$ cat config.mk
export PLATFORM = sky130hd
export DESIGN_NAME = wb_ctrl_regs
export DESIGN_NICKNAME = d
export VERILOG_FILES = /design/src/capture_pkg.sv /design/src/wb_ctrl_regs.sv
export SDC_FILE = /design/constraint.sdc
export NUM_CORES = 1
export LEC_CHECK = 0
export BUFFER_PORTS_ARGS = -buffer_cell sky130_fd_sc_hd__buf_4
export CAP_MARGIN = 25
export CORE_MARGIN = 2
export CORE_UTILIZATION = 25
export CTS_CLUSTER_DIAMETER = 60
export DETAILED_ROUTE_END_ITERATION = 12
export PLACE_DENSITY = 0.78
export SLEW_MARGIN = 30
export SYNTH_ARGS = -nofsm -noshare
export SYNTH_HDL_FRONTEND = slang
export SYNTH_SLANG_ARGS = --single-unit
$ cat constraint.sdc
create_clock -name WBs_CLK_i -period 1.4 [get_ports WBs_CLK_i]
set_input_delay 0.28 -clock WBs_CLK_i [delete_from_list [all_inputs] [get_ports WBs_CLK_i]]
set_output_delay 0.28 -clock WBs_CLK_i [all_outputs]
set_load 0.01 [all_outputs]
$ cat src/capture_pkg.sv
// Camera capture definitions
// Byte and word types for the pixel path, frame buffer addressing
// and the layout of the host status and mode words
package capture_pkg;

	typedef logic [7:0] cam_byte_t;            // One camera byte

	// Buffer word, filled as bytes and sent as nibbles
	typedef union packed {
		cam_byte_t [3:0]  bytes;               // Index 3 is first captured byte
		logic [7:0][3:0]  nibbles;             // Index 7 goes out first
	} pixel_word_u;

	typedef logic [8:0]  bank_addr_t;          // Word address in one bank
	typedef logic [31:0] host_word_t;          // Host data bus word

	// --------------------------------------------------
	// Host status and mode fields
	// --------------------------------------------------
	localparam int STAT_VSYNC_BIT = 8;         // Live VSYNC level
	localparam int STAT_BANK_BIT  = 0;         // Bank the camera is filling

	localparam logic [1:0] MODE_STREAM = 2'b10; // Mode bits 1:0, stream to SRAM

endpackage

$ cat src/wb_ctrl_regs.sv
// Host control registers
// Single-cycle acknowledge for the status cycle, the mode register that
// enables streaming, and the live capture status word
`timescale 1ns/10ps

module wb_ctrl_regs (
	input  logic                    WBs_CLK_i,
	input  logic                    WBs_RST_i,
	input  logic                    WBs_STATUS_CYC_i,
	input  logic                    WBs_STB_i,
	input  logic                    WBs_WE_i,
	input  capture_pkg::host_word_t WBs_DAT_i,
	input  logic                    vsync_i,
	input  logic                    cam_bank_i,
	output logic                    WBs_ACK_o,
	output capture_pkg::host_word_t WBs_STATUS_o,
	output logic                    stream_en_o
);

	logic       access;
	logic [1:0] mode_q;                       // Mode bits 1:0

	// New access only while no acknowledge is pending
	assign access = WBs_STATUS_CYC_i & WBs_STB_i & ~WBs_ACK_o;

	always_ff @(posedge WBs_CLK_i or posedge WBs_RST_i) begin
		if (WBs_RST_i) begin
			WBs_ACK_o <= 1'b0;
			mode_q    <= 2'b00;               // Streaming off
		end else begin
			WBs_ACK_o <= access;
			if (access && WBs_WE_i)
				mode_q <= WBs_DAT_i[1:0];
		end
	end

	assign stream_en_o = (mode_q == capture_pkg::MODE_STREAM);

	// Status word, live camera state
	always_comb begin
		WBs_STATUS_o = '0;
		WBs_STATUS_o[capture_pkg::STAT_VSYNC_BIT] = vsync_i;
		WBs_STATUS_o[capture_pkg::STAT_BANK_BIT]  = cam_bank_i;
	end

	// Host sees one acknowledge per strobed access
	a_ack_single : assert property (@(posedge WBs_CLK_i) disable iff (WBs_RST_i)
		WBs_ACK_o |=> !WBs_ACK_o);

endmodule

; ---- After elaboration in Yosys (flattened, before gate mapping)
; Index checks and enable logic that the tools add are counted.
[word_totals]
regBits = 3
word_cells = 7
output_inout_bits = 34
[classes]
bitwise_logic = 3
n_reduce_logical = 1
eq_ne = 1
[ops]
columns = op, n
row1 = $and 1x1->1, 2
row2 = $eq 2x2->1 const B, 1
row3 = $logic_and 1x1->1, 1
row4 = $not 1->1, 1

; ---- Depth between registers and ports, before layout
[logic_depth]
ltp_word = 3
mapped_depth = 2
mapped_depth_nobuf = 2

; ---- Worst setup path before layout
; Ideal clock, no wire load.
[synth_path]
kind = register to register
startpoint = reg WBs_ACK_o
endpoint = reg mode_q[0]
path_slack_ns = 0.385
stages_incl_launch_ff = 3
path_buffers = 0
synth_period_minus_slack_ns = 1.015
setup_time_ns = 0.125
required_ns = 1.275
t_arrival_ns = 0.890
path_cell_list = dfrtp_1 -> nand4b_4 -> mux2_4
[synth_between]
elab_chain_cells = 3
[synth_lines]
columns = item, line
row1 = "start, declared", wb_ctrl_regs.sv:15  ; output logic WBs_ACK_o,
row2 = "start signal, assigned", wb_ctrl_regs.sv:31  ; WBs_ACK_o <= access;
row3 = $not 1->1, wb_ctrl_regs.sv:24  ; assign access = WBs_STATUS_CYC_i & WBs_STB_i & ~WBs_ACK_o;
row4 = $and 1x1->1, wb_ctrl_regs.sv:24
row5 = $logic_and 1x1->1, wb_ctrl_regs.sv:32  ; if (access && WBs_WE_i)
row6 = "end signal, assigned", wb_ctrl_regs.sv:33  ; mode_q <= WBs_DAT_i[1:0];
row7 = "end, declared", wb_ctrl_regs.sv:21  ; logic [1:0] mode_q;
; Every way passes these cells.
; A chain may end at the register's enable or synchronous reset.

; ---- Final worst setup path
[layout_path]
startpoint = reg mode_q[1]
endpoint = out stream_en_o
[layout_between]
elab_chain_cells = 1
[layout_lines]
columns = item, line
row1 = $eq 2x2->1, wb_ctrl_regs.sv:37  ; assign stream_en_o = (mode_q == capture_pkg::MODE_STREAM);
row2 = "end, declared", wb_ctrl_regs.sv:17  ; output logic stream_en_o
; Every way passes these cells.

==> run metrics <==
cts bufs inserted 3; Hold Buf Count CTS 1; post-cts resize count 0; Synth cell types 9; synth warn 0; GRT Util Overall 5.22%; WP data arrival 0.87 ns; Routed WL 434 µm; die height 43.5 µm; core footprint 1490 µm²; worst path required time 1.12 ns; Clk pin slew, worst setup/hold paths 0.04 ns; crit path time final 1.15 ns; CTS tree built; Initial Util 26.2%; largest net degree at the start of global routing 4; highest-delay cell along the critical path dfrtp_1; Detailed Routing Iterations Pass 1 1; Hold Crit Class primary input to flip-flop; Final nets 93; fillers 165; ANT nets after route 0; P_int 253 µW; Final Hold Viols 0; post-route setup TNS 0 ns; Vias 204; flops & latches, synth 3; Crit path largest cell delay 0.37 ns; I/O Pins 73; crit-path cells nor2b_1 -> buf_4; Syn Area/Cell 9.08 µm²; Congestion Overflow GR 0; DRC 0; Clock Path Buffers 2; clk_skew 0.00225 ns; global-route wire length before repair 614 µm; DR WL/cell 6.29 µm; Die W 43.5 µm; final slew viol count 0; Startpoint Class flip-flop; NetSw 114 µW; vias in the first global route 162; P&R area growth vs syn -3.85%; Antenna Cells 0; Post-CTS Setup Repair Bufs 0; port bufs 8; maximum clock frequency 0.867 GHz; DP HPWL 373 µm; power density cells 978 nW/µm²; share of cells above drive strength 1 26.4%; die area 1890 µm²; Max VDD drop 0.000290 V; H-tree depth 1; sequential share of power 29.7%; Crit. End Element output port; Logic pwr share 27.6%; Initial DRC Count 0; post-synthesis sequential area ratio 19.2%; outcome finished clean; Min Hold Slack 0.272 ns; placed cells 64; fin crit share 82.4%; sw frac 31.0%; worst-path maximum fanout 2; Synth Instances 43; Cell Area, Synth 390 µm²; Rows 14; max-cap viol count 0; multi-input logic area 180 µm²; RSZ-0062 raised after global routing no; clock share of power 42.7%; antenna violations before repair 0; CTS root buf clkbuf_4; Sequential Area 75.1 µm²; Worst-Skew Late Latency 0.24 ns; Leak 0.000239 µW; routability cong. 0.617; DR vias/cell 2.96; final setup vio count 0; CTS sink cnt 3; Crit Path Class flip-flop to output port; Post-Layout Cell Count 69
-- critical path, delay by kind of cell (launching register included) --
kind,cells,cell delay (ns)
flip-flops,1,0.37
buffers and inverters,1,0.14
AND/OR/NAND/NOR,1,0.13
-- per-stage QoR --
stage          worst slack [ns]  instance area (µm²)  power [µW]  utilization, %
2_1_floorplan             0.385                  499         244               -
3_3_place_gp              0.400                  339         207            22.8
3_5_place_dp              0.388                  339         210            22.8
4_1_cts                   0.230                  375         377            25.2
5_1_grt                   0.211                  375         394            25.2
6_report                  0.246                  375         367            25.2
-- Yosys cell counts (all sizes together) --
cell type  count  area [µm²]
nand2          1        3.75
nor2b          1        6.26
dfrtp          3        75.1
conb           1        3.75
inv            1        3.75
mux2           2        30.0
nand4b         1        23.8
nor2           1        3.75
buf           32         240
-- flip-flops by register name, summed over array words and instances (netlist names) --
register,flops
WBs_ACK_o,1
mode_q,2
-- routing by layer --
metal  wire (µm)  vias to the layer above  track usage [%]
met5           0                        -                0
met3          71                        2             3.33
li1            -                       88                -
met1         100                       87             3.56
met4          20                        0             9.09
met2         241                       27             7.16
-- power groups by stage --
| stage | combinational, µW | sequential (µW) | clock, µW |
|---|---|---|---|
| 4_1_cts | 101 | 110 | 166 |
| 2_1_floorplan | 136 | 108 | 0 |
| 3_3_place_gp | 97.4 | 110 | 0 |
| 3_5_place_dp | 99.0 | 111 | 0 |
| 6_report | 101 | 109 | 157 |
| 5_1_grt | 112 | 110 | 171 |
-- layout by cell type (no fill, tap or decap) --
cell type	synthesis	routed
buf_4	32	8
clkbuf_1	0	1
clkbuf_4	0	3
conb_1	1	30
dfrtp_1	3	3
dlygate4sd3_1	0	1
inv_1	1	1
mux2_4	2	2
nand2_1	1	1
nand4b_4	1	1
nor2_1	1	1
nor2b_1	1	1
-- cell families after synthesis --
family	synth area share, %
buffers and inverters	62.5
flip-flops	19.2
multiplexers	7.69
AND/OR/NAND/NOR	9.61
other	0.961
-- final cells by class --
| type | instances | area share [%] |
|---|---|---|
| multi-input cells | 36 | 48.0 |
| flip-flops and latches | 3 | 20.0 |
| inverters | 1 | 1.00 |
| clock buffers | 4 | 7.00 |
| repair buffers | 9 | 18.7 |
| well taps | 16 | 5.33 |
-- worst paths after layout --
kind	start	end	slack, ns	depth (start not counted)
max in group asynchronous	WBs_RST_i	mode_q[0]	0.81	3
hold / removal	WBs_DAT_i[1]	mode_q[1]	0.27	2
setup / recovery	mode_q[1]	stream_en_o	0.25	2
min in group asynchronous	WBs_RST_i	mode_q[1]	0.46	3
setup reg to reg	WBs_ACK_o	mode_q[0]	0.39	2
hold reg to reg	WBs_ACK_o	WBs_ACK_o	0.46	1
Power figures use the tool's default switching activity.
