[src/capture_pkg.sv]
// Camera capture definitions
// Byte and word types for the pixel path, frame buffer addressing
// and the layout of the host status and mode words
package capture_pkg;

	typedef logic [7:0] cam_byte_t;            // One camera byte

	// Buffer word, filled as bytes and sent as nibbles
	typedef union packed {
		cam_byte_t [3:0]  bytes;               // Index 3 is first captured byte
		logic [7:0][3:0]  nibbles;             // Index 7 goes out first
	} pixel_word_u;

	typedef logic [8:0]  bank_addr_t;          // Word address in one bank
	typedef logic [31:0] host_word_t;          // Host data bus word

	// --------------------------------------------------
	// Host status and mode fields
	// --------------------------------------------------
	localparam int STAT_VSYNC_BIT = 8;         // Live VSYNC level
	localparam int STAT_BANK_BIT  = 0;         // Bank the camera is filling

	localparam logic [1:0] MODE_STREAM = 2'b10; // Mode bits 1:0, stream to SRAM

endpackage

[src/cam_word_packer.sv]
// Camera byte packer
// Collects four valid camera bytes into one buffer word, first byte in
// the top byte, and steps the word address across both buffer banks
`timescale 1ns/10ps

module cam_word_packer #(
	parameter int BANK_WORDS = 512
) (
	input  logic                     WBs_CLK_i,
	input  logic                     WBs_RST_i,
	input  capture_pkg::cam_byte_t   cam_dat_i,
	input  logic                     href_i,
	input  logic                     vsync_i,
	output capture_pkg::pixel_word_u word_o,
	output logic                     word_valid_o,
	output capture_pkg::bank_addr_t  wr_addr_o,
	output logic                     wr_bank_o
);

	localparam int CNT_W = $clog2(2 * BANK_WORDS); // Bank bit plus word address

	logic             byte_valid;
	logic [1:0]       byte_cnt;
	logic [CNT_W-1:0] word_cnt;

	assign byte_valid = href_i & vsync_i;   // Line and frame both active

	// --------------------------------------------------
	// Byte and word counters
	// --------------------------------------------------
	always_ff @(posedge WBs_CLK_i or posedge WBs_RST_i) begin
		if (WBs_RST_i) begin
			byte_cnt     <= 2'd0;
			word_cnt     <= '0;
			word_valid_o <= 1'b0;
		end else begin
			word_valid_o <= byte_valid && (byte_cnt == 2'd3); // Fourth byte in
			if (byte_valid)
				byte_cnt <= byte_cnt + 2'd1;   // Wraps after four bytes
			if (word_valid_o) begin
				if (word_cnt == CNT_W'(2 * BANK_WORDS - 1))
					word_cnt <= '0;            // Back to bank 0
				else
					word_cnt <= word_cnt + 1'b1;
			end
		end
	end

	// Word register doubles as accumulator, stable during the pulse
	always_ff @(posedge WBs_CLK_i) begin
		if (byte_valid)
			word_o.bytes[2'd3 - byte_cnt] <= cam_dat_i; // MSB first
	end

	assign wr_addr_o = capture_pkg::bank_addr_t'(word_cnt[CNT_W-2:0]);
	assign wr_bank_o = word_cnt[CNT_W-1];  // Upper count bit picks bank

	// Four bytes per word, so pulses never touch
	a_valid_gap : assert property (@(posedge WBs_CLK_i) disable iff (WBs_RST_i)
		word_valid_o |=> !word_valid_o);

endmodule

[config.mk]
export PLATFORM = sky130hd
export DESIGN_NAME = cam_word_packer
export DESIGN_NICKNAME = d
export VERILOG_FILES = /design/src/capture_pkg.sv /design/src/cam_word_packer.sv
export SDC_FILE = /design/constraint.sdc
export NUM_CORES = 1
export LEC_CHECK = 0
export BUFFER_PORTS_ARGS = -buffer_cell sky130_fd_sc_hd__buf_4
export CORE_MARGIN = 4
export CORE_UTILIZATION = 40
export DETAILED_ROUTE_END_ITERATION = 10
export PLACE_DENSITY = 0.66
export SYNTH_ARGS = -nofsm -noshare
export SYNTH_HDL_FRONTEND = slang
export SYNTH_SLANG_ARGS = --single-unit
[constraint.sdc]
create_clock -name WBs_CLK_i -period 1.5 [get_ports WBs_CLK_i]
set_input_delay 0.3 -clock WBs_CLK_i [delete_from_list [all_inputs] [get_ports WBs_CLK_i]]
set_output_delay 0.3 -clock WBs_CLK_i [all_outputs]
set_load 0.02 [all_outputs]
# Yosys cells after proc, flatten, opt, wreduce, memory -nomap -nowiden
# Index checks and enable logic that the tools add are counted.
# op_classes
n_addsub	3
n_lt_le_gt_ge	2
n_eq_ne	2
muxes	4
bitwise_logic	1
n_reduce_logical	2
# op_table
operator	count
$bwmux 32	1
$demux 8 s2	1
$add 10x1->10 const B	1
$eq 10x10->1 const B	1
$mux 10	1
$mux 8	1
$lt 2x3->1 const B	1
$add 2x1->2 const B	1
$eq 2x2->1 const B	1
$ge 2x1->1 const B	1
$logic_and 1x1->1	2
$sub 2x2->2 const A	1
$and 1x1->1	1
# totals
ff_bits	45
input_bits	12
out_inout_bits	43
wordCells	18

# Logic depth before layout (Yosys ltp)
# logic_depth
ltp_word	6
mapped_depth	4
depth_no_buf	4

# Worst setup path after synthesis
# Ideal clock, no wire load.
# synth_path
kind	reg-to-reg
from	register word_cnt[0]
to	register word_cnt[0]
setup_ns	0.136
arrival_ns	1.402
required_ns	1.364
slack_ns	-0.038
path_stages_with_launch	5
synth_period_minus_slack_ns	1.538
cell_sequence	dfrtp_1 ha_1 nand4_1 nor4_2 nor2_1
# synth_between
elab_chain_len	2
elab_cells_between_ends	3
cone_classes	add/sub (1); eq/ne (1); mux (1)
# synth_rtl
item	line	rtl
start, declared	cam_word_packer.sv:24	logic [CNT_W-1:0] word_cnt;
start signal, assigned	cam_word_packer.sv:44	word_cnt <= word_cnt + 1'b1;
$add 10x1->10 or $eq 10x10->1 (tied branches)	cam_word_packer.sv:44, cam_word_packer.sv:41	
$mux 10 (*)	cam_word_packer.sv:41	if (word_cnt == CNT_W'(2 * BANK_WORDS - 1))
# Every way passes the cells marked *; elsewhere a longest branch is shown, timed or not.
# A chain may end at the register's enable or synchronous reset.

# Worst setup path after layout
# layout_path
from	register word_cnt[0]
to	register word_cnt[1]
# Same word-level chain as after synthesis.

==> results.rst <==
.. list-table::
   :header-rows: 1

   * - Metric
     - Value
   * - Result of the run
     - complete, no violations
   * - CTS root buffer
     - clkbuf_8
   * - Clock skew
     - 9.50 ps
   * - Crit path cell chain
     - ha_1 > nand4_1 > nor4_4 > nor2_1
   * - Half-perimeter wire length of the detailed placement result
     - 2510 um
   * - Worst slew margin relative to its limit
     - 0.667
   * - Clock-pin slew reported for the worst setup and hold paths after clock tree synthesis
     - 80 ps
   * - Endpoint type of the worst setup path
     - flop
   * - Level count of the clock H-tree
     - 2
   * - Number of fill cells in the layout
     - 307
   * - RSZ-0062 raised after global routing
     - false
   * - Diodes inserted
     - 0
   * - NumNets Final
     - 184
   * - DRT Pass-1 Iters
     - 4
   * - Register area
     - 0.00129 mm2
   * - Synth top area cells
     - edfxtp_1 59%, dfrtp_1 20%, ha_1 3.8%
   * - Clock buffer depth
     - 2
   * - Post-DRT Antenna Nets
     - 0
   * - Final RePlAce weighted congestion
     - 0.812
   * - Power per Cell Area
     - 1450 mW/mm2
   * - Area share of the largest cell type after synthesis
     - 0.588
   * - Kind of critical path
     - reg -> reg
   * - Starting Density
     - 0.430
   * - YS warnings
     - 0
   * - P&R area growth vs syn
     - 42.3%
   * - Total DRC errors in the routed layout
     - 0
   * - Wire length of the first global-routing pass
     - 5180 um
   * - Number of clock buffers inserted by TritonCTS
     - 5
   * - CTS hold repair buffers
     - 0
   * - Worst ir drop on vdd
     - 730 uV
   * - Core area
     - 0.00380 mm2
   * - Via count of the first global-routing pass
     - 984
   * - Quantity of I/O buffers inserted on ports
     - 54
   * - Gate count of the mapped netlist
     - 95
   * - Largest fanout on the critical path
     - 5
   * - Placement-stage worst setup slack
     - 130 ps
   * - Number of slew-limit violations in the final report
     - 0
   * - Clk Latency, worst-skew pair
     - 290 ps
   * - Number of endpoints failing setup at the final stage
     - 0
   * - Post-Synthesis Net Count
     - 112
   * - Crit path arrival time
     - 1550 ps
   * - Via Count
     - 978
   * - Number of endpoints with negative hold slack in the final report
     - 0
   * - Setup TNS
     - 0 ps
   * - Worst endpoint required time
     - 1670 ps
   * - Maximum number of pins on one net before global-route repair
     - 15
   * - Overall routing resource usage
     - 0.133
   * - CTS tree
     - built
   * - Worst path top cell family by delay
     - simple AND/OR/NAND/NOR gates
   * - Initial antenna violation count
     - 0
   * - Post-Syn Area
     - 0.00163 mm2
   * - Total of cells resized after clock tree synthesis
     - 0
   * - Worst Path Buf+Inv
     - 0
   * - Post CTS Setup Buffer Count
     - 0
   * - GRT overflow
     - 0
   * - Startpoint Class
     - flop
   * - Synthesis-stage register bit count
     - 45
   * - Width of the die
     - 71.9 um
   * - Crit-path slowest cell
     - nor4_4
   * - Cell Count Post-Placement
     - 208
   * - Number of distinct library cells after synthesis
     - 23
   * - Die Span Y
     - 71.9 um
   * - Power Total
     - 3.38 mW
   * - Max-capacitance violation count
     - 0
   * - DRT iter0 DRCs
     - 56
   * - Fin Hold WS
     - 28.3 ps
   * - Final clock period utilization by the worst path
     - 0.920
   * - Synth Area per Inst
     - 17.2 um2
   * - Biggest area consumer among synthesized cells
     - edfxtp_1
   * - Delay of the slowest cell on the worst path
     - 390 ps
   * - Multi-input logic area
     - 330 um2
   * - Static leakage power
     - 1.03 nW
   * - Worst Max-Slew Pin Slew
     - 499 ps
   * - Tightest Hold Check Type
     - in -> async
   * - Crit path time final
     - 1380 ps
   * - Total number of clock tree sinks
     - 45
   * - Routed WL per cell
     - 14.6 um
   * - I/O pin count
     - 55
   * - Sequential element share of the synthesized area
     - 0.787
   * - Die ar.
     - 0.00517 mm2
   * - Avg Vias per Cell
     - 4.53
   * - Post-layout worst setup margin
     - 121 ps
   * - Routed Wire Length
     - 3160 um
   * - Highest achievable clock rate
     - 0.725 GHz
   * - Fraction of layout instances using a drive strength above 1
     - 0.470
   * - Number of standard cells in the layout, taps in and fillers out
     - 216
   * - Row Count
     - 22
==> power breakdown <==
group / internal [mW] / leakage [nW] / switching [mW]
registers: 1.51 / 0.462 / 0.0923
logic: 0.332 / 0.496 / 0.407
clock network: 0.661 / 0.0681 / 0.379
total: 2.50 / 1.03 / 0.878
==> metrics by stage <==
step,util,instance area [um2]
floorplan,-,1640
global placement,0.577,2190
detailed placement,0.577,2190
CTS,0.612,2330
global route,0.612,2330
finish,0.612,2330
==> layout by cell type (no fill, tap or decap), types with 3 or more instances in the layout <==
cell	netlist	routed
xor2_1	3	3
dfrtp_1	13	12
edfxtp_1	32	32
xnor2_1	4	4
nand2_1	4	4
buf_4	1	66
and3_1	4	4
nand4_1	3	3
inv_1	5	5
clkbuf_8	0	5
nor2_1	4	4
ha_1	5	5
==> per-layer routing <==
layer	vias up	global-route usage	part of all wire
li1	489	-	-
met1	458	0.172	0.44
met2	26	0.199	0.47
met3	5	0.0596	0.070
met4	0	0.0438	0.015
met5	-	0	0
==> kinds of logic (layout without fill, tap and decap cells) <==
| logic type | count (synthesis) | in the layout | synth area share |
|---|---|---|---|
| flops | 45 | 45 | 0.787 |
| simple gates | 24 | 24 | 0.0842 |
| xor+xnor | 7 | 7 | 0.0375 |
| buf+inv | 6 | 79 | 0.0161 |
| fa+ha+maj | 5 | 5 | 0.0383 |
| compound gates | 5 | 5 | 0.0176 |
| mux | 3 | 3 | 0.0191 |
==> area by class of cell <==
class	instances	area share
Clock buffer	5	0.0296
Clock inverter	3	0.0280
Inverter	5	0.00807
Multi-Input combinational cell	44	0.142
Sequential cell	45	0.554
Tap cell	48	0.0258
Timing Repair Buffer	66	0.213
==> cell usage after synthesis (all sizes together) <==
cell type   n
nand4       3
nor2        4
buf         1
a2111oi     1
or4         1
mux2i       2
or3         2
inv         5
mux2        1
edfxtp     32
xor2        3
a21oi       2
nand2       5
nand3       3
nor4        1
o21ai       2
nor3        1
dfrtp      13
ha          5
and3        4
xnor2       4
==> flip-flops by register name, summed over array words and instances (netlist names) <==
name	cells
byte_cnt	2
word_cnt	10
word_o	32
word_valid_o	1
==> worst register-to-register path, stage by stage (launching register included) <==
cell and delay (ps):
dfrtp_2 360, ha_1 190, nand4_1 220, nor4_4 390
nor2_1 90
==> worst paths after layout <==
check                                         from                      end  slack [ps]  depth (start not counted)
setup / recovery           word_cnt[0]$_DFFE_PP0P_  word_cnt[1]$_DFFE_PP0P_         120                          4
hold / removal                           WBs_RST_i  word_cnt[5]$_DFFE_PP0P_          30                          2
setup reg to reg           word_cnt[0]$_DFFE_PP0P_  word_cnt[1]$_DFFE_PP0P_         120                          4
hold reg to reg            word_cnt[8]$_DFFE_PP0P_  word_cnt[8]$_DFFE_PP0P_         510                          1
max in group asynchronous                WBs_RST_i  word_cnt[0]$_DFFE_PP0P_        1110                          2
min in group WBs_CLK_i                cam_dat_i[4]     word_o[28]$_DFFE_PP_         200                          1
No activity file was read; power rests on OpenSTA's default activity.
