===== config.mk =====
export PLATFORM = sky130hd
export DESIGN_NAME = qspi_stream_writer
export DESIGN_NICKNAME = d
export VERILOG_FILES = /design/src/capture_pkg.sv /design/src/qspi_pkg.sv /design/src/qspi_stream_writer.sv
export SDC_FILE = /design/constraint.sdc
export NUM_CORES = 1
export LEC_CHECK = 0
export BUFFER_PORTS_ARGS = -buffer_cell sky130_fd_sc_hd__buf_2
export CORE_UTILIZATION = 50
export DETAILED_ROUTE_END_ITERATION = 6
export GPL_ROUTABILITY_DRIVEN = 0
export HOLD_SLACK_MARGIN = 0.05
export PLACE_DENSITY_LB_ADDON = 0.05
export RECOVER_POWER = 25
export SLEW_MARGIN = 20
export SYNTH_ARGS = -nofsm -noshare
export SYNTH_HDL_FRONTEND = slang
export SYNTH_SLANG_ARGS = --single-unit

===== constraint.sdc =====
create_clock -name WBs_CLK_i -period 5.7 [get_ports WBs_CLK_i]
set_input_delay 0.57 -clock WBs_CLK_i [delete_from_list [all_inputs] [get_ports WBs_CLK_i]]
set_output_delay 0.57 -clock WBs_CLK_i [all_outputs]
set_load 0.05 [all_outputs]

===== src/capture_pkg.sv =====
// Camera capture definitions
// Byte and word types for the pixel path, frame buffer addressing
// and the layout of the host status and mode words
package capture_pkg;

	typedef logic [7:0] cam_byte_t;            // One camera byte

	// Buffer word, filled as bytes and sent as nibbles
	typedef union packed {
		cam_byte_t [3:0]  bytes;               // Index 3 is first captured byte
		logic [7:0][3:0]  nibbles;             // Index 7 goes out first
	} pixel_word_u;

	typedef logic [8:0]  bank_addr_t;          // Word address in one bank
	typedef logic [31:0] host_word_t;          // Host data bus word

	// --------------------------------------------------
	// Host status and mode fields
	// --------------------------------------------------
	localparam int STAT_VSYNC_BIT = 8;         // Live VSYNC level
	localparam int STAT_BANK_BIT  = 0;         // Bank the camera is filling

	localparam logic [1:0] MODE_STREAM = 2'b10; // Mode bits 1:0, stream to SRAM

endpackage


===== src/qspi_pkg.sv =====
// Quad-SPI serial SRAM protocol definitions
// Command codes, SRAM address type and the states of the burst writer
package qspi_pkg;

	typedef logic [7:0]  qspi_cmd_t;           // Command byte, sent MSB first
	typedef logic [23:0] qspi_addr_t;          // SRAM byte address

	// --------------------------------------------------
	// Command set
	// --------------------------------------------------
	localparam qspi_cmd_t CMD_QUAD_WRITE = 8'h38; // Quad write, serial command phase

	// --------------------------------------------------
	// Burst writer states
	// --------------------------------------------------
	typedef enum logic [2:0] {
		IDLE    = 3'd0,                        // Waiting for stream enable
		CMD     = 3'd1,                        // 8 command bits on io[0]
		ADDR    = 3'd2,                        // 6 address nibbles
		DATA    = 3'd3,                        // 8 nibbles per buffer word
		GAP     = 3'd4,                        // Chip select high between bursts
		HANDOFF = 3'd5                         // Waiting for the camera to swap banks
	} qspi_state_e;

	// Data nibbles per buffer word
	localparam int NIBBLES_PER_WORD = 8;

	// Address nibbles per burst header
	localparam int ADDR_NIBBLES = 6;

endpackage


===== src/qspi_stream_writer.sv =====
// Quad-SPI burst writer
// Streams each completed frame buffer bank to the serial SRAM as
// fixed-size quad write bursts and swaps banks behind the camera
`timescale 1ns/10ps

module qspi_stream_writer #(
	parameter int BANK_WORDS      = 512,
	parameter int BURST_BYTES     = 512,
	parameter int QSPI_START_ADDR = 4
) (
	input  logic                     WBs_CLK_i,
	input  logic                     WBs_RST_i,
	input  logic                     stream_en_i,
	input  logic                     cam_bank_i,
	output logic                     rd_en_o,
	output logic                     rd_bank_o,
	output capture_pkg::bank_addr_t  rd_addr_o,
	input  capture_pkg::pixel_word_u rd_data_i,
	output logic [3:0]               qspi_io_o,
	output logic                     qspi_ncs_o
);

	localparam int BYTE_W = $clog2(BURST_BYTES);
	localparam logic [BYTE_W-1:0] LAST_BYTE = BYTE_W'(BURST_BYTES - 4); // Last word offset

	qspi_pkg::qspi_state_e    state;
	logic [2:0]               step_cnt;       // Bit, nibble or gap step
	logic [BYTE_W-1:0]        byte_cnt;       // Bytes sent in this burst
	qspi_pkg::qspi_addr_t     burst_addr;     // SRAM address of next burst
	qspi_pkg::qspi_cmd_t      cmd_sh;
	qspi_pkg::qspi_addr_t     addr_sh;
	capture_pkg::pixel_word_u data_sh;
	logic                     last_word;

	assign last_word = (byte_cnt == LAST_BYTE);

	// --------------------------------------------------
	// Burst sequencing and pin drive
	// --------------------------------------------------
	always_ff @(posedge WBs_CLK_i or posedge WBs_RST_i) begin
		if (WBs_RST_i) begin
			state      <= qspi_pkg::IDLE;
			step_cnt   <= 3'd0;
			byte_cnt   <= '0;
			burst_addr <= '0;
			rd_en_o    <= 1'b0;
			rd_bank_o  <= 1'b0;
			rd_addr_o  <= '0;
			qspi_io_o  <= 4'h0;
			qspi_ncs_o <= 1'b1;               // Deselected
		end else begin
			rd_en_o <= 1'b0;                  // Read strobe is one cycle
			if (rd_en_o) begin                // Step past the word just read
				if (rd_addr_o == capture_pkg::bank_addr_t'(BANK_WORDS - 1))
					rd_addr_o <= '0;
				else
					rd_addr_o <= rd_addr_o + 1'b1;
			end
			case (state)
				qspi_pkg::IDLE: begin
					// Bank 0 is full once the camera moves to bank 1
					if (stream_en_i && cam_bank_i) begin
						state      <= qspi_pkg::CMD;
						step_cnt   <= 3'd0;
						byte_cnt   <= '0;
						rd_bank_o  <= 1'b0;
						rd_addr_o  <= '0;
						burst_addr <= qspi_pkg::qspi_addr_t'(QSPI_START_ADDR);
					end
				end
				qspi_pkg::CMD: begin
					qspi_ncs_o <= 1'b0;           // Select with the first bit
					qspi_io_o  <= {3'b000, cmd_sh[7]};
					step_cnt   <= step_cnt + 3'd1; // Wraps to 0 for ADDR
					if (step_cnt == 3'd7)
						state <= qspi_pkg::ADDR;
				end
				qspi_pkg::ADDR: begin
					qspi_io_o <= addr_sh[23:20];
					if (step_cnt == 3'd3)
						rd_en_o <= 1'b1;          // Fetch first word of burst
					if (step_cnt == 3'(qspi_pkg::ADDR_NIBBLES - 1)) begin
						state    <= qspi_pkg::DATA;
						step_cnt <= 3'd0;
					end else begin
						step_cnt <= step_cnt + 3'd1;
					end
				end
				qspi_pkg::DATA: begin
					qspi_io_o <= data_sh.nibbles[7];
					step_cnt  <= step_cnt + 3'd1;
					if (step_cnt == 3'd5 && !last_word)
						rd_en_o <= 1'b1;          // Prefetch next word
					if (step_cnt == 3'(qspi_pkg::NIBBLES_PER_WORD - 1)) begin
						if (last_word) begin
							byte_cnt   <= '0;
							burst_addr <= burst_addr + qspi_pkg::qspi_addr_t'(BURST_BYTES);
							state      <= qspi_pkg::GAP;
						end else begin
							byte_cnt <= byte_cnt + BYTE_W'(4);
						end
					end
				end
				qspi_pkg::GAP: begin
					qspi_ncs_o <= 1'b1;           // Two cycles deselected
					qspi_io_o  <= 4'h0;
					step_cnt   <= step_cnt + 3'd1;
					if (step_cnt == 3'd1) begin
						step_cnt <= 3'd0;
						// Read address wrapped, so the whole bank is out
						state <= (rd_addr_o == '0) ? qspi_pkg::HANDOFF : qspi_pkg::CMD;
					end
				end
				qspi_pkg::HANDOFF: begin
					// Camera back in our bank means the other one is full
					if (cam_bank_i == rd_bank_o) begin
						rd_bank_o <= ~rd_bank_o;
						state     <= qspi_pkg::CMD;
					end
				end
				default: state <= qspi_pkg::IDLE;
			endcase
		end
	end

	// --------------------------------------------------
	// Shift registers for command, address and data
	// --------------------------------------------------
	always_ff @(posedge WBs_CLK_i) begin
		case (state)
			qspi_pkg::CMD: begin
				cmd_sh <= {cmd_sh[6:0], 1'b0};
				if (step_cnt == 3'd7)
					addr_sh <= burst_addr;        // Ready for the address phase
			end
			qspi_pkg::ADDR: begin
				addr_sh <= {addr_sh[19:0], 4'h0};
				if (step_cnt == 3'(qspi_pkg::ADDR_NIBBLES - 1))
					data_sh <= rd_data_i;         // First word of the burst
			end
			qspi_pkg::DATA: begin
				if (step_cnt == 3'(qspi_pkg::NIBBLES_PER_WORD - 1))
					data_sh <= rd_data_i;         // Prefetched word
				else
					data_sh.nibbles <= {data_sh.nibbles[6:0], 4'h0};
			end
			default: cmd_sh <= qspi_pkg::CMD_QUAD_WRITE; // Reload between bursts
		endcase
	end

	// Chip select low only right after a burst phase drove the pins
	a_ncs_idle : assert property (@(posedge WBs_CLK_i) disable iff (WBs_RST_i)
		!qspi_ncs_o |->
			($past(state) inside {qspi_pkg::CMD, qspi_pkg::ADDR, qspi_pkg::DATA}));

endmodule


---- Word level (Yosys, flattened, before mapping) ----
Index checks and enable logic that the tools add are counted.
word-level totals
  register bits after elaboration ......... 119
  latch bits .............................. 0
  memory bits (writable) .................. 0
  memory bits (read-only) ................. 0
  input bits .............................. 36
  output and inout port bits .............. 16
  word-level logic and storage cells ...... 96
  memories kept ........................... 0
cells by class
  add/sub/neg operators ................... 4
  multipliers ............................. 0
  div/mod/pow operators ................... 0
  $lt $le $gt $ge ......................... 0
  equal/unequal tests ..................... 19
  shift-type cells ........................ 0
  multiplexer cells ....................... 39
  bitwise logic cells ..................... 1
  reduce and logical (&&, ||, !) cells .... 21
operators by type and width
  kind                    count
  $mux 24                 4
  $pmux 24 s2             2
  $mux 32                 2
  $pmux 32 s2             1
  $mux 9                  7
  $mux 3                  11
  $add 24x10->24 const B  1
  $eq 9x9->1 const B      2
  $pmux 3 s6              1
  $pmux 9 s2              1
  $pmux 4 s4              1
  $pmux 8 s2              1
  $ne 2x2->1 const B      7
  $eq 3x3->1 const B      4
  $pmux 3 s4              1
  $reduce_bool 2->1       5
  $add 9x1->9 const B     1
  $add 9x3->9 const B     1
  $eq 3x2->1 const B      3
  $logic_not 9->1         1
  $reduce_bool 4->1       2
  $reduce_and 7->1        1
  $eq 3x1->1 const B      2
  $pmux 1 s2              3
  11 further kinds        19

---- Logic depth before layout (Yosys ltp) ----
Gate-level depths: netlist of run 1.
  depth after elaboration ................. 5
  mapped depth ............................ 8
  depth with buffers taken out ............ 7

---- Worst setup path after synthesis of run 1 ----
No wires, ideal clock.
  kind .................................... reg-to-reg
  start point ............................. register state[0]
  end point ............................... register data_sh[0] (netlist bit) (enable)
  library setup time ...................... 421 ps
  arrival time ............................ 2200 ps
  data required time ...................... 5279 ps
  setup slack ............................. 3079 ps
  stages on the path, launching flop included .. 5
  path buffers ............................ 2
  period minus slack after synthesis ...... 2621 ps
  cells stage by stage .................... dfrtp_1 -> buf_6 -> clkbuf_1 -> a21oi_1 -> nor2_1
between the ends
  cells in the longest elaborated chain, start to end .. 3
  elaborated cells between the ends (all ways) .. 5
  classes of those cells .................. eq/ne (3); reduce/logical (2)
RTL lines
  item                                                              RTL line                   RTL
  start, declared                                                   qspi_stream_writer.sv:26   qspi_pkg::qspi_state_e state;
  start signal, assigned                                            qspi_stream_writer.sv:42   state <= qspi_pkg::IDLE;
  start signal, assigned                                            qspi_stream_writer.sv:63   state <= qspi_pkg::CMD;
  start signal, assigned                                            qspi_stream_writer.sv:76   state <= qspi_pkg::ADDR;
  $eq 3x2->1                                                        qspi_stream_writer.sv:130  case (state)
  $ne 2x2->1 (no source line) or $reduce_bool 2->1 (tied branches)  -
  $reduce_and 2->1 (no source line) (*)                             -
  end signal, assigned                                              qspi_stream_writer.sv:139  data_sh <= rd_data_i;
  end signal, assigned                                              qspi_stream_writer.sv:143  data_sh <= rd_data_i;
  end, declared                                                     qspi_stream_writer.sv:32   capture_pkg::pixel_word_u data_sh;
Mark *: on every way between the ends. The rest lies on a longest branch, timed or not.
A chain may end at the register's enable or synchronous reset.

---- Final worst setup path of run 1 ----
  start point ............................. register state[0]
  end point ............................... register burst_addr[20]
between the ends
  cells in the longest elaborated chain, start to end .. 3
  elaborated cells between the ends (all ways) .. 8
  classes of those cells .................. eq/ne (4); mux (1); reduce/logical (3)
RTL lines
  item                                                              RTL line                  RTL
  $eq 3x2->1 or $logic_not 3->1 (tied branches)                     qspi_stream_writer.sv:59  case (state)
  $ne 2x2->1 (no source line) or $reduce_bool 2->1 (tied branches)  -
  $reduce_and 4->1 (no source line)                                 -
  end signal, assigned                                              qspi_stream_writer.sv:68  burst_addr <= qspi_pkg::qspi_addr_t'(QSPI_START_ADDR);
  end signal, assigned                                              qspi_stream_writer.sv:97  burst_addr <= burst_addr + qspi_pkg::qspi_addr_t'(BURST_BYTES);
  end, declared                                                     qspi_stream_writer.sv:29  qspi_pkg::qspi_addr_t burst_addr;
Several ways; a longest one is shown, not always the timed one.

==> results.sh, run 1 <==
export IMPL_n_antenna_cell=0
export IMPL_grt_usage_pct=18.25
export IMPL_antenna_found_initial=0
export IMPL_synth_top_area_share_pct=34.43
export IMPL_setup_tns_ps=0
export IMPL_die_w_um=99.05
export IMPL_fin_crit_ps=2487
export IMPL_cts_setup_buffers=0
export IMPL_htreeDepth=3
export IMPL_status="complete, but fails checks"
export IMPL_drive_gt1_share_pct=26.50
export IMPL_start_util_pct=51.21
export IMPL_required_ps=5990
export IMPL_dieArea_um2=9811
export IMPL_top_layer="met4"
export IMPL_tightest_slew_ps=2382
export IMPL_p_per_area_nw_per_um2=236.4
export IMPL_whs_ps=455.3
export IMPL_wl_met1_um=4249
export IMPL_cts_root_buffer="clkbuf_8"
export IMPL_core_area_um2=9196
export IMPL_grt_max_degree=46
export IMPL_cts_resized=0
export IMPL_cts_buffer_depth=2
export IMPL_wl_per_cell_um=15.37
export IMPL_syn_num_nets=423
export IMPL_rsz0062_at_grt="no"
export IMPL_ir_drop_v=0.0001121
export IMPL_met3_length_um=208
export IMPL_yosys_top_cells_area="edfxtp_1 34%, dfrtp_1 23%, mux2_2 9.6%"
export IMPL_ys_ff_latch=99
export IMPL_wl_um=8376
export IMPL_grt_pass1_vias=2818
export IMPL_slew_violations=46
export IMPL_p_leak_nw=2.133
export IMPL_setup_violations_final=0
export IMPL_vias_per_cell=5.439
export IMPL_hold_buffers=0
export IMPL_r2r_setup_slack_ps=3210
export IMPL_clk_latency_ps=370
export IMPL_slew_headroom_pct=-58.77
export IMPL_cts_sinks=99
export IMPL_cp_start_kind="flip-flop"
export IMPL_numPortBuffers=51
export IMPL_final_nets=475
export IMPL_synth_area_leader_cell="edfxtp_1"
export IMPL_synthFlopType="edfxtp_1"
export IMPL_syn_area_um2=4710
export IMPL_avgSynthCellArea_um2=12.49
export IMPL_place_detailed_hpwl_um=5689
export IMPL_numCtsBuffers=9
export IMPL_worstSetupPathType="flip-flop to flip-flop"
export IMPL_overflow=0
export IMPL_path_clk_slew_ps=100
export IMPL_max_cap_violations=1
export IMPL_endpoint_kind="flip-flop"
export IMPL_clock_skew_ps=15.65
export IMPL_cp_max_fo=19
export IMPL_ys_seq_area_share_pct=58.37
export IMPL_drc=0
export IMPL_ant_nets=0
export IMPL_drt_iter0_drc=120
export IMPL_cts_tree="yes"
export IMPL_syn_inst=377
export IMPL_io_pins=52
export IMPL_dieHeight_um=99.05
export IMPL_synth_async_reset_ratio_pct=45.45
export IMPL_period_share_pct=43.64
export IMPL_hold_viol=0
export IMPL_area_growth_syn_to_layout_pct=11.03
export IMPL_layout_commonest_cell="edfxtp_1"
export IMPL_max_freq_mhz=402.0
export IMPL_arrival_ps=2780
export IMPL_vias=2964
export IMPL_synth_cell_types=49
export IMPL_dr_wl_met2_um=3765
export IMPL_synth_edf_count=54
export IMPL_fp_row_count=35
export IMPL_ys_warnings_count=0
export IMPL_grt_pass1_wl_um=13950
export IMPL_holdCritPathClass="primary input to flip-flop"
export IMPL_firstDrtPassIters=6
export IMPL_layout_common_cells="54 x edfxtp_1, 45 x buf_2, 44 x dfrtp_1"
export IMPL_failed_checks="capacitance limit, slew limit"
[power breakdown]
part | switching, mW | total [mW] | internal [mW]
clock | 0.265 | 0.431 | 0.166
combinational | 0.0188 | 0.0367 | 0.0179
sequential | 0.00344 | 0.768 | 0.765
[final timing paths]
kind                                           start                          to  cells past startpoint
setup reg to reg                state[0]$_DFFE_PP0P_  burst_addr[20]$_DFFE_PP0P_                      5
min in group asynchronous                  WBs_RST_i     byte_cnt[8]$_DFFE_PP0P_                      3
hold / removal                            cam_bank_i       rd_bank_o$_DFFE_PP0P_                      2
setup / recovery                state[0]$_DFFE_PP0P_  burst_addr[20]$_DFFE_PP0P_                      5
hold reg to reg            burst_addr[2]$_DFFE_PP0P_   burst_addr[2]$_DFFE_PP0P_                      1
max in group asynchronous                  WBs_RST_i   burst_addr[2]$_DFFE_PP0P_                      3
[worst max-delay path, stage by stage, from the launching register on]
cell	delay, ps
dfrtp_1	630
nand4bb_1	420
a21o_1	380
or4_1	530
or3_1	320
a21oi_1	140
[cell families (layout without fill, tap and decap cells)]
| family | after synthesis | in the layout | share of synthesized area, % |
|---|---|---|---|
| compound gates | 43 | 43 | 5.739 |
| xor+xnor | 21 | 21 | 3.905 |
| fa+ha+maj | 10 | 10 | 2.657 |
| buf+inv | 24 | 81 | 2.258 |
| flops | 99 | 99 | 58.37 |
| simple gates | 132 | 132 | 15.81 |
| mux | 48 | 48 | 11.26 |
[final cells by class]
class,count,area [um2]
multi-input cells,254,1843
well taps,111,138.9
inverters,9,33.78
clock buffers,9,123.9
repair buffers,56,281.5
fillers,826,3968
clock inverters,7,58.81
flip-flops and latches,99,2749
[metrics by stage]
stage / setup slack [ps] / std cells / instance area, um2 / util [%] / power, mW
2_1_floorplan: 3079 / 377 / 4710 / - / 0.8038
3_3_place_gp: 3250 / 529 / 5074 / 55.17 / 0.8214
3_5_place_dp: 3217 / 529 / 5074 / 55.17 / 0.8229
4_1_cts: 3201 / 545 / 5256 / 57.16 / 1.249
5_1_grt: 2703 / 545 / 5229 / 56.86 / 1.275
6_report: 3213 / 545 / 5229 / 56.86 / 1.236
[synthesized netlist by cell type, types with 10 or more instances]
library cell   n
nand3_1       11
ha_1          10
edfxtp_1      54
mux2_2        40
o21ai_0       17
dfrtp_1       44
nand2_1       20
xnor2_1       10
clkbuf_1      11
nor2_1        36
nor2b_1       12
a21oi_1       11
xor2_1        11
[registers in the layout, indices dropped and copies added (netlist names)]
| register | cells |
|---|---|
| addr_sh | 17 |
| burst_addr | 16 |
| byte_cnt | 7 |
| cmd_sh | 5 |
| data_sh | 32 |
| qspi_io_o | 4 |
| qspi_ncs_o | 1 |
| rd_addr_o | 9 |
| rd_bank_o | 1 |
| rd_en_o | 1 |
| state | 3 |
| step_cnt | 3 |
[metal layers]
| layer | up-vias | track usage (%) |
|---|---|---|
| met3 | 12 | 2.837 |
| met5 | - | 0 |
| met1 | 1439 | 27.17 |
| met4 | 0 | 8.032 |
| li1 | 1472 | - |
| met2 | 41 | 26.52 |
Note: power is estimated with default switching activity, not from simulation.
==> run 2: changes to the inputs <==
==> constraint.sdc (replaced) <==
create_clock -name WBs_CLK_i -period 2.4 [get_ports WBs_CLK_i]
set_input_delay 0.24 -clock WBs_CLK_i [delete_from_list [all_inputs] [get_ports WBs_CLK_i]]
set_output_delay 0.24 -clock WBs_CLK_i [all_outputs]
set_load 0.05 [all_outputs]
==> run 2 against run 1 <==
Net effect:
- hold slack got worse by 310 ps
- sequential power rose by 140%
- clock skew barely moved
- the run now ends clean
- highest routed layer unchanged
- largest cell class unchanged
- die area did not move
- total power rose by 140%
- sequential cell count did not move
- global-route usage rose by 0.34 points
- non-clock buffer count rose by 15
==> results.sh, run 2 (synthesis gave the netlist of run 1 again) <==
export IMPL_startpoint="step_cnt[0]$_DFFE_PP0P_"
export IMPL_n_antenna_cell=0
export IMPL_busiest_layer="met2"
export IMPL_numCtsBuffers=9
export IMPL_required_ps=2690
export IMPL_start_util_pct=51.21
export IMPL_clock_skew_ps=16.12
export IMPL_drt_iter0_drc=120
export IMPL_hold_end="rd_bank_o$_DFFE_PP0P_"
export IMPL_cts_tree="yes"
export IMPL_grt_max_degree=33
export IMPL_endpoint_kind="flip-flop"
export IMPL_wl_um=8485
export IMPL_final_util_pct=58.42
export IMPL_io_pins=52
export IMPL_p_per_area_nw_per_um2=548.3
export IMPL_numPortBuffers=51
export IMPL_p_leak_nw=2.222
export IMPL_tightest_slew_ps=1114
export IMPL_met3_usage_pct=3.191
export IMPL_cp_start_kind="flip-flop"
export IMPL_holdCritPathClass="primary input to flip-flop"
export IMPL_grt_pass1_wl_um=14340
export IMPL_max_cap_violations=0
export IMPL_r2r_cells=7
export IMPL_largest_reg_flops=32
export IMPL_use_met1_pct=26.48
export IMPL_ant_nets=0
export IMPL_cts_root_buffer="clkbuf_8"
export IMPL_max_freq_mhz=453.4
export IMPL_cts_buffer_depth=2
export IMPL_r2r_end="burst_addr[20]$_DFFE_PP0P_"
export IMPL_layout_commonest_cell="edfxtp_1"
export IMPL_fp_row_count=35
export IMPL_grt_usage_pct=18.59
export IMPL_dieHeight_um=99.05
export IMPL_vias=3014
export IMPL_status="complete, no violations"
export IMPL_n_fill_cell=782
export IMPL_area_growth_syn_to_layout_pct=14.08
export IMPL_firstDrtPassIters=6
export IMPL_htreeDepth=3
export IMPL_layout_common_cells="54 x edfxtp_1, 44 x dfrtp_1, 44 x buf_2"
export IMPL_setup_tns_ps=0
export IMPL_hold_path_startpoint="cam_bank_i"
export IMPL_r2r_setup_slack_ps=190
export IMPL_drc=0
export IMPL_r2r_start="step_cnt[0]$_DFFE_PP0P_"
export IMPL_wl_per_cell_um=15.15
export IMPL_period_share_pct=91.90
export IMPL_reg_largest_list="data_sh: 32 flops, addr_sh: 17 flops, burst_addr: 16 flops"
export IMPL_fin_crit_ps=2206
export IMPL_cp_max_fo=4
export IMPL_final_nets=490
export IMPL_p_total_mw=2.946
export IMPL_overflow=0
export IMPL_cts_sinks=99
export IMPL_drive_gt1_share_pct=28.73
export IMPL_rsz0062_at_grt="no"
export IMPL_die_w_um=99.05
export IMPL_dp_cells=543
export IMPL_worstSetupPathType="flip-flop to flip-flop"
export IMPL_clk_latency_ps=370
export IMPL_antenna_found_initial=0
export IMPL_place_detailed_hpwl_um=5936
export IMPL_setup_violations_final=0
export IMPL_slew_violations=0
export IMPL_vias_per_cell=5.382
export IMPL_core_area_um2=9196
export IMPL_regMostFlops="data_sh"
export IMPL_hold_depth=2
export IMPL_instances_no_fill=560
export IMPL_met2_usage_pct=28.67
export IMPL_ir_drop_v=0.0002752
export IMPL_dieArea_um2=9811
export IMPL_slew_headroom_pct=25.74
export IMPL_grt_pass1_vias=2980
export IMPL_hold_viol=0
export IMPL_arrival_ps=2500
export IMPL_path_clk_slew_ps=100
## run 2: changes by cell type in the layout (fill, tap and decap cells not counted), moves of 2 or more
cell / delta
buf_4: +12
clkinv_4: +2
clkinvlp_4: -2
clkbuf_1: +3
## run 2: critical path, cell delays in order, from the launching register on
cell and delay [ps]:
dfrtp_1 410, ha_1 200, ha_2 250, nand3_4 90, a21o_1 250, or4_1 490, or3_1 310, a21oi_1 140
## run 2: cell type report
class                           count  area [um2]  share of cell area [%]
Sequential cell                    99        2749                   51.16
Clock buffer                       10       127.6                   2.375
Tap cell                          111       138.9                   2.585
Inverter                            9       33.78                  0.6288
Timing Repair Buffer               71       404.1                   7.522
Multi-Input combinational cell    254        1862                   34.65
Clock inverter                      6       57.56                   1.071
## run 2: repair_timing
| item | 4_1_cts | 5_1_grt |
|---|---|---|
| endpoints found under the setup margin | 0 | 1 |
| resized for setup | 0 | 1 |
| endpoints found under the hold margin | 11 | 0 |
| hold buffers | 1 | 0 |
| setup buffers | 0 | 0 |
## run 2: worst max path at each step
stage	end	slack (ps)	depth (start not counted)
after detailed placement	burst_addr[20]$_DFFE_PP0P_	180	7
final	burst_addr[20]$_DFFE_PP0P_	190	7
after CTS	burst_addr[20]$_DFFE_PP0P_	170	7
after global placement	burst_addr[20]$_DFFE_PP0P_	240	7
after global routing	burst_addr[20]$_DFFE_PP0P_	50	7
after floorplan	data_sh[0]$_DFFE_PP_	290	4
## run 2: power breakdown
part | internal, mW | total, mW | switching [mW]
logic | 0.0439 | 0.0899 | 0.0460
registers | 1.82 | 1.82 | 0.00780
clock network | 0.402 | 1.03 | 0.629
total | 2.26 | 2.95 | 0.683
## run 2: layer usage
layer / vias up / wire length, um
li1: 1491 / -
met1: 1478 / 4225
met3: 11 / 185
met4: 0 / 117
met2: 34 / 3956
met5: - / 0
## run 2: metrics by stage
stage | hold WS [ps] | cell area, um2 | setup slack, ps
after floorplan | 349.2 | 4712 | 294.0
after global placement | 216.5 | 5191 | 239.6
after detailed placement | 222.7 | 5191 | 177.5
after CTS | 137.0 | 5386 | 170.8
after global routing | 144.2 | 5373 | 49.90
final | 143.8 | 5373 | 194.5
==> run 3: changes to the inputs <==
--- a/config.mk
+++ b/config.mk
@@ -5,9 +5,9 @@
 export SDC_FILE = /design/constraint.sdc
 export NUM_CORES = 1
 export LEC_CHECK = 0
-export BUFFER_PORTS_ARGS = -buffer_cell sky130_fd_sc_hd__buf_2
 export CORE_UTILIZATION = 50
 export DETAILED_ROUTE_END_ITERATION = 6
+export DONT_BUFFER_PORTS = 1
 export GPL_ROUTABILITY_DRIVEN = 0
 export HOLD_SLACK_MARGIN = 0.05
 export PLACE_DENSITY_LB_ADDON = 0.05
==> run 3 against run 2 <==
Net effect:
- hold slack worse by 54 ps
- largest power group unchanged
- routed wire length down 2.6%
- maximum frequency down 1.1%
- combinational power down 46%
- total power down 1.6%
- largest cell class unchanged
- register-to-register slack worse by 20 ps
- utilization down 2.1 points
- global-route usage down 0.33 points
- sequential power about the same
- highest routed layer unchanged
==> results.sh, run 3 (synthesis gave the netlist of run 1 again) <==
export IMPL_cts_tree="yes"
export IMPL_cts_resized=0
export IMPL_place_detailed_hpwl_um=5701
export IMPL_clock_power_share_pct=34.9
export IMPL_rsz0062_at_grt="no"
export IMPL_cp_max_fo=4
export IMPL_vias=2865
export IMPL_holdCritPathClass="primary input to flip-flop"
export IMPL_io_pins=52
export IMPL_fin_crit_ps=2229
export IMPL_wl_per_cell_um=15.98
export IMPL_layout_common_cells="54 x edfxtp_1, 44 x dfrtp_1, 40 x mux2_2"
export IMPL_drc=0
export IMPL_sequentialPowerShare_pct=63.4
export IMPL_swShare_pct=22.79
export IMPL_crit_slowest_cell="or4_1"
export IMPL_layout_commonest_cell="edfxtp_1"
export IMPL_max_freq_mhz=448.6
export IMPL_p_per_area_nw_per_um2=559.9
export IMPL_p_total_mw=2.897
export IMPL_slew_headroom_pct=36.53
export IMPL_cp_start_kind="flip-flop"
export IMPL_slew_violations=0
export IMPL_final_nets=447
export IMPL_period_share_pct=92.88
export IMPL_path_clk_slew_ps=100
export IMPL_dieArea_um2=9811
export IMPL_endpoint_kind="flip-flop"
export IMPL_crit_top_cell="ha_1"
export IMPL_n_antenna_cell=0
export IMPL_tightest_slew_ps=946.2
export IMPL_slowest_delay_ps=490
export IMPL_p_sw_uw=660.2
export IMPL_dieHeight_um=99.05
export IMPL_wl_um=8263
export IMPL_internal_power_mw=2.237
export IMPL_vias_per_cell=5.542
export IMPL_grt_pass1_wl_um=13940
export IMPL_grt_pass1_vias=2851
export IMPL_area_growth_syn_to_layout_pct=9.883
export IMPL_largest_reg_flops=32
export IMPL_cts_buffer_depth=2
export IMPL_ant_nets=0
export IMPL_final_util_pct=56.27
export IMPL_setup_tns_ps=0
export IMPL_core_area_um2=9196
export IMPL_grt_max_degree=33
export IMPL_status="complete, no violations"
export IMPL_cts_setup_buffers=0
export IMPL_worstSetupPathType="flip-flop to flip-flop"
export IMPL_regMostFlops="data_sh"
export IMPL_setup_violations_final=0
export IMPL_whs_ps=90.23
export IMPL_reg_largest_list="data_sh: 32 flops, addr_sh: 17 flops, burst_addr: 16 flops"
export IMPL_cts_sinks=99
export IMPL_fp_row_count=35
export IMPL_arrival_ps=2510
export IMPL_n_fill_cell=796
export IMPL_overflow=0
export IMPL_cts_root_buffer="clkbuf_8"
export IMPL_worstPathCellList="ha_1 -> ha_1 -> nand3_4 -> a21o_1 -> or4_1 -> or3_1 -> a21oi_1"
export IMPL_firstDrtPassIters=4
export IMPL_hold_viol=0
export IMPL_drive_gt1_share_pct=20.94
export IMPL_die_w_um=99.05
export IMPL_numPortBuffers=0
export IMPL_numCtsBuffers=9
export IMPL_clk_latency_ps=360
export IMPL_ir_drop_v=0.0003315
export IMPL_power_frac_comb_pct=1.7
export IMPL_drt_iter0_drc=118
export IMPL_clock_skew_ps=11.91
export IMPL_htreeDepth=3
export IMPL_max_cap_violations=0
export IMPL_start_util_pct=51.21
export IMPL_p_leak_nw=2.043
export IMPL_required_ps=2690
export IMPL_antenna_found_initial=0
export IMPL_grt_usage_pct=18.27
[run 3: changes by cell type in the layout (fill, tap and decap cells not counted), sizes merged]
cell,delta
buf,-43
clkbuf,-2
clkinvlp,+1
dlygate4sd3,+1
[run 3: per-stage QoR]
step,std cells,area [um2],worst slack [ps]
finish,517,5175,171.0
global route,517,5175,15.13
CTS,517,5205,173.0
detailed placement,499,5001,180.7
global placement,499,5001,237.4
floorplan,377,4712,294.0
[run 3: power groups by stage]
stage | logic, mW | registers [mW] | clock network [mW]
floorplan | 0.0377 | 1.87 | 0
global placement | 0.0478 | 1.87 | 0
detailed placement | 0.0488 | 1.87 | 0
CTS | 0.0520 | 1.84 | 1.05
global route | 0.0561 | 1.84 | 1.10
finish | 0.0488 | 1.84 | 1.01
[run 3: worst paths after layout]
kind	from	endpoint	slack, ps	cells after the start
min reg2reg	burst_addr[2]$_DFFE_PP0P_	burst_addr[2]$_DFFE_PP0P_	470	1
max	step_cnt[0]$_DFFE_PP0P_	burst_addr[20]$_DFFE_PP0P_	170	7
max in group asynchronous	WBs_RST_i	qspi_io_o[3]$_DFFE_PP0P_	840	3
max reg2reg	step_cnt[0]$_DFFE_PP0P_	burst_addr[20]$_DFFE_PP0P_	170	7
min in group asynchronous	WBs_RST_i	rd_addr_o[0]$_DFF_PP0_	420	2
min	rd_data_i[3]	data_sh[3]$_DFFE_PP_	90	1
[run 3: timing repair]
| item | 4_1_cts | 5_1_grt |
|---|---|---|
| setup endpoints to repair | 0 | 0 |
| endpoints found under the hold margin | 24 | 0 |
| hold buffers | 2 | 0 |
[run 3: area by class of cell]
type / instances / area (um2) / share of cell area (%)
Clock inverter: 7 / 60.06 / 1.161
Clock buffer: 9 / 123.9 / 2.394
Tap cell: 111 / 138.9 / 2.684
Sequential cell: 99 / 2749 / 53.12
Inverter: 9 / 33.78 / 0.6528
Timing Repair Buffer: 28 / 210.2 / 4.062
Multi-Input combinational cell: 254 / 1859 / 35.93
[run 3: critical path, delay by kind of cell (launching register included)]
family | cells | cell delay [ps]
and+or+nand+nor | 3 | 900
adders and majority gates | 2 | 470
AOI/OAI and AO/OA | 2 | 390
DFF | 1 | 400
[run 3: per-layer routing]
metal	routed length (um)	part of all wire, %	global-route usage (%)
met1	4231	51	25.99
met2	3768	46	27.92
met3	173	2.1	3.333
met4	89	1.1	7.240
met5	0	0	0
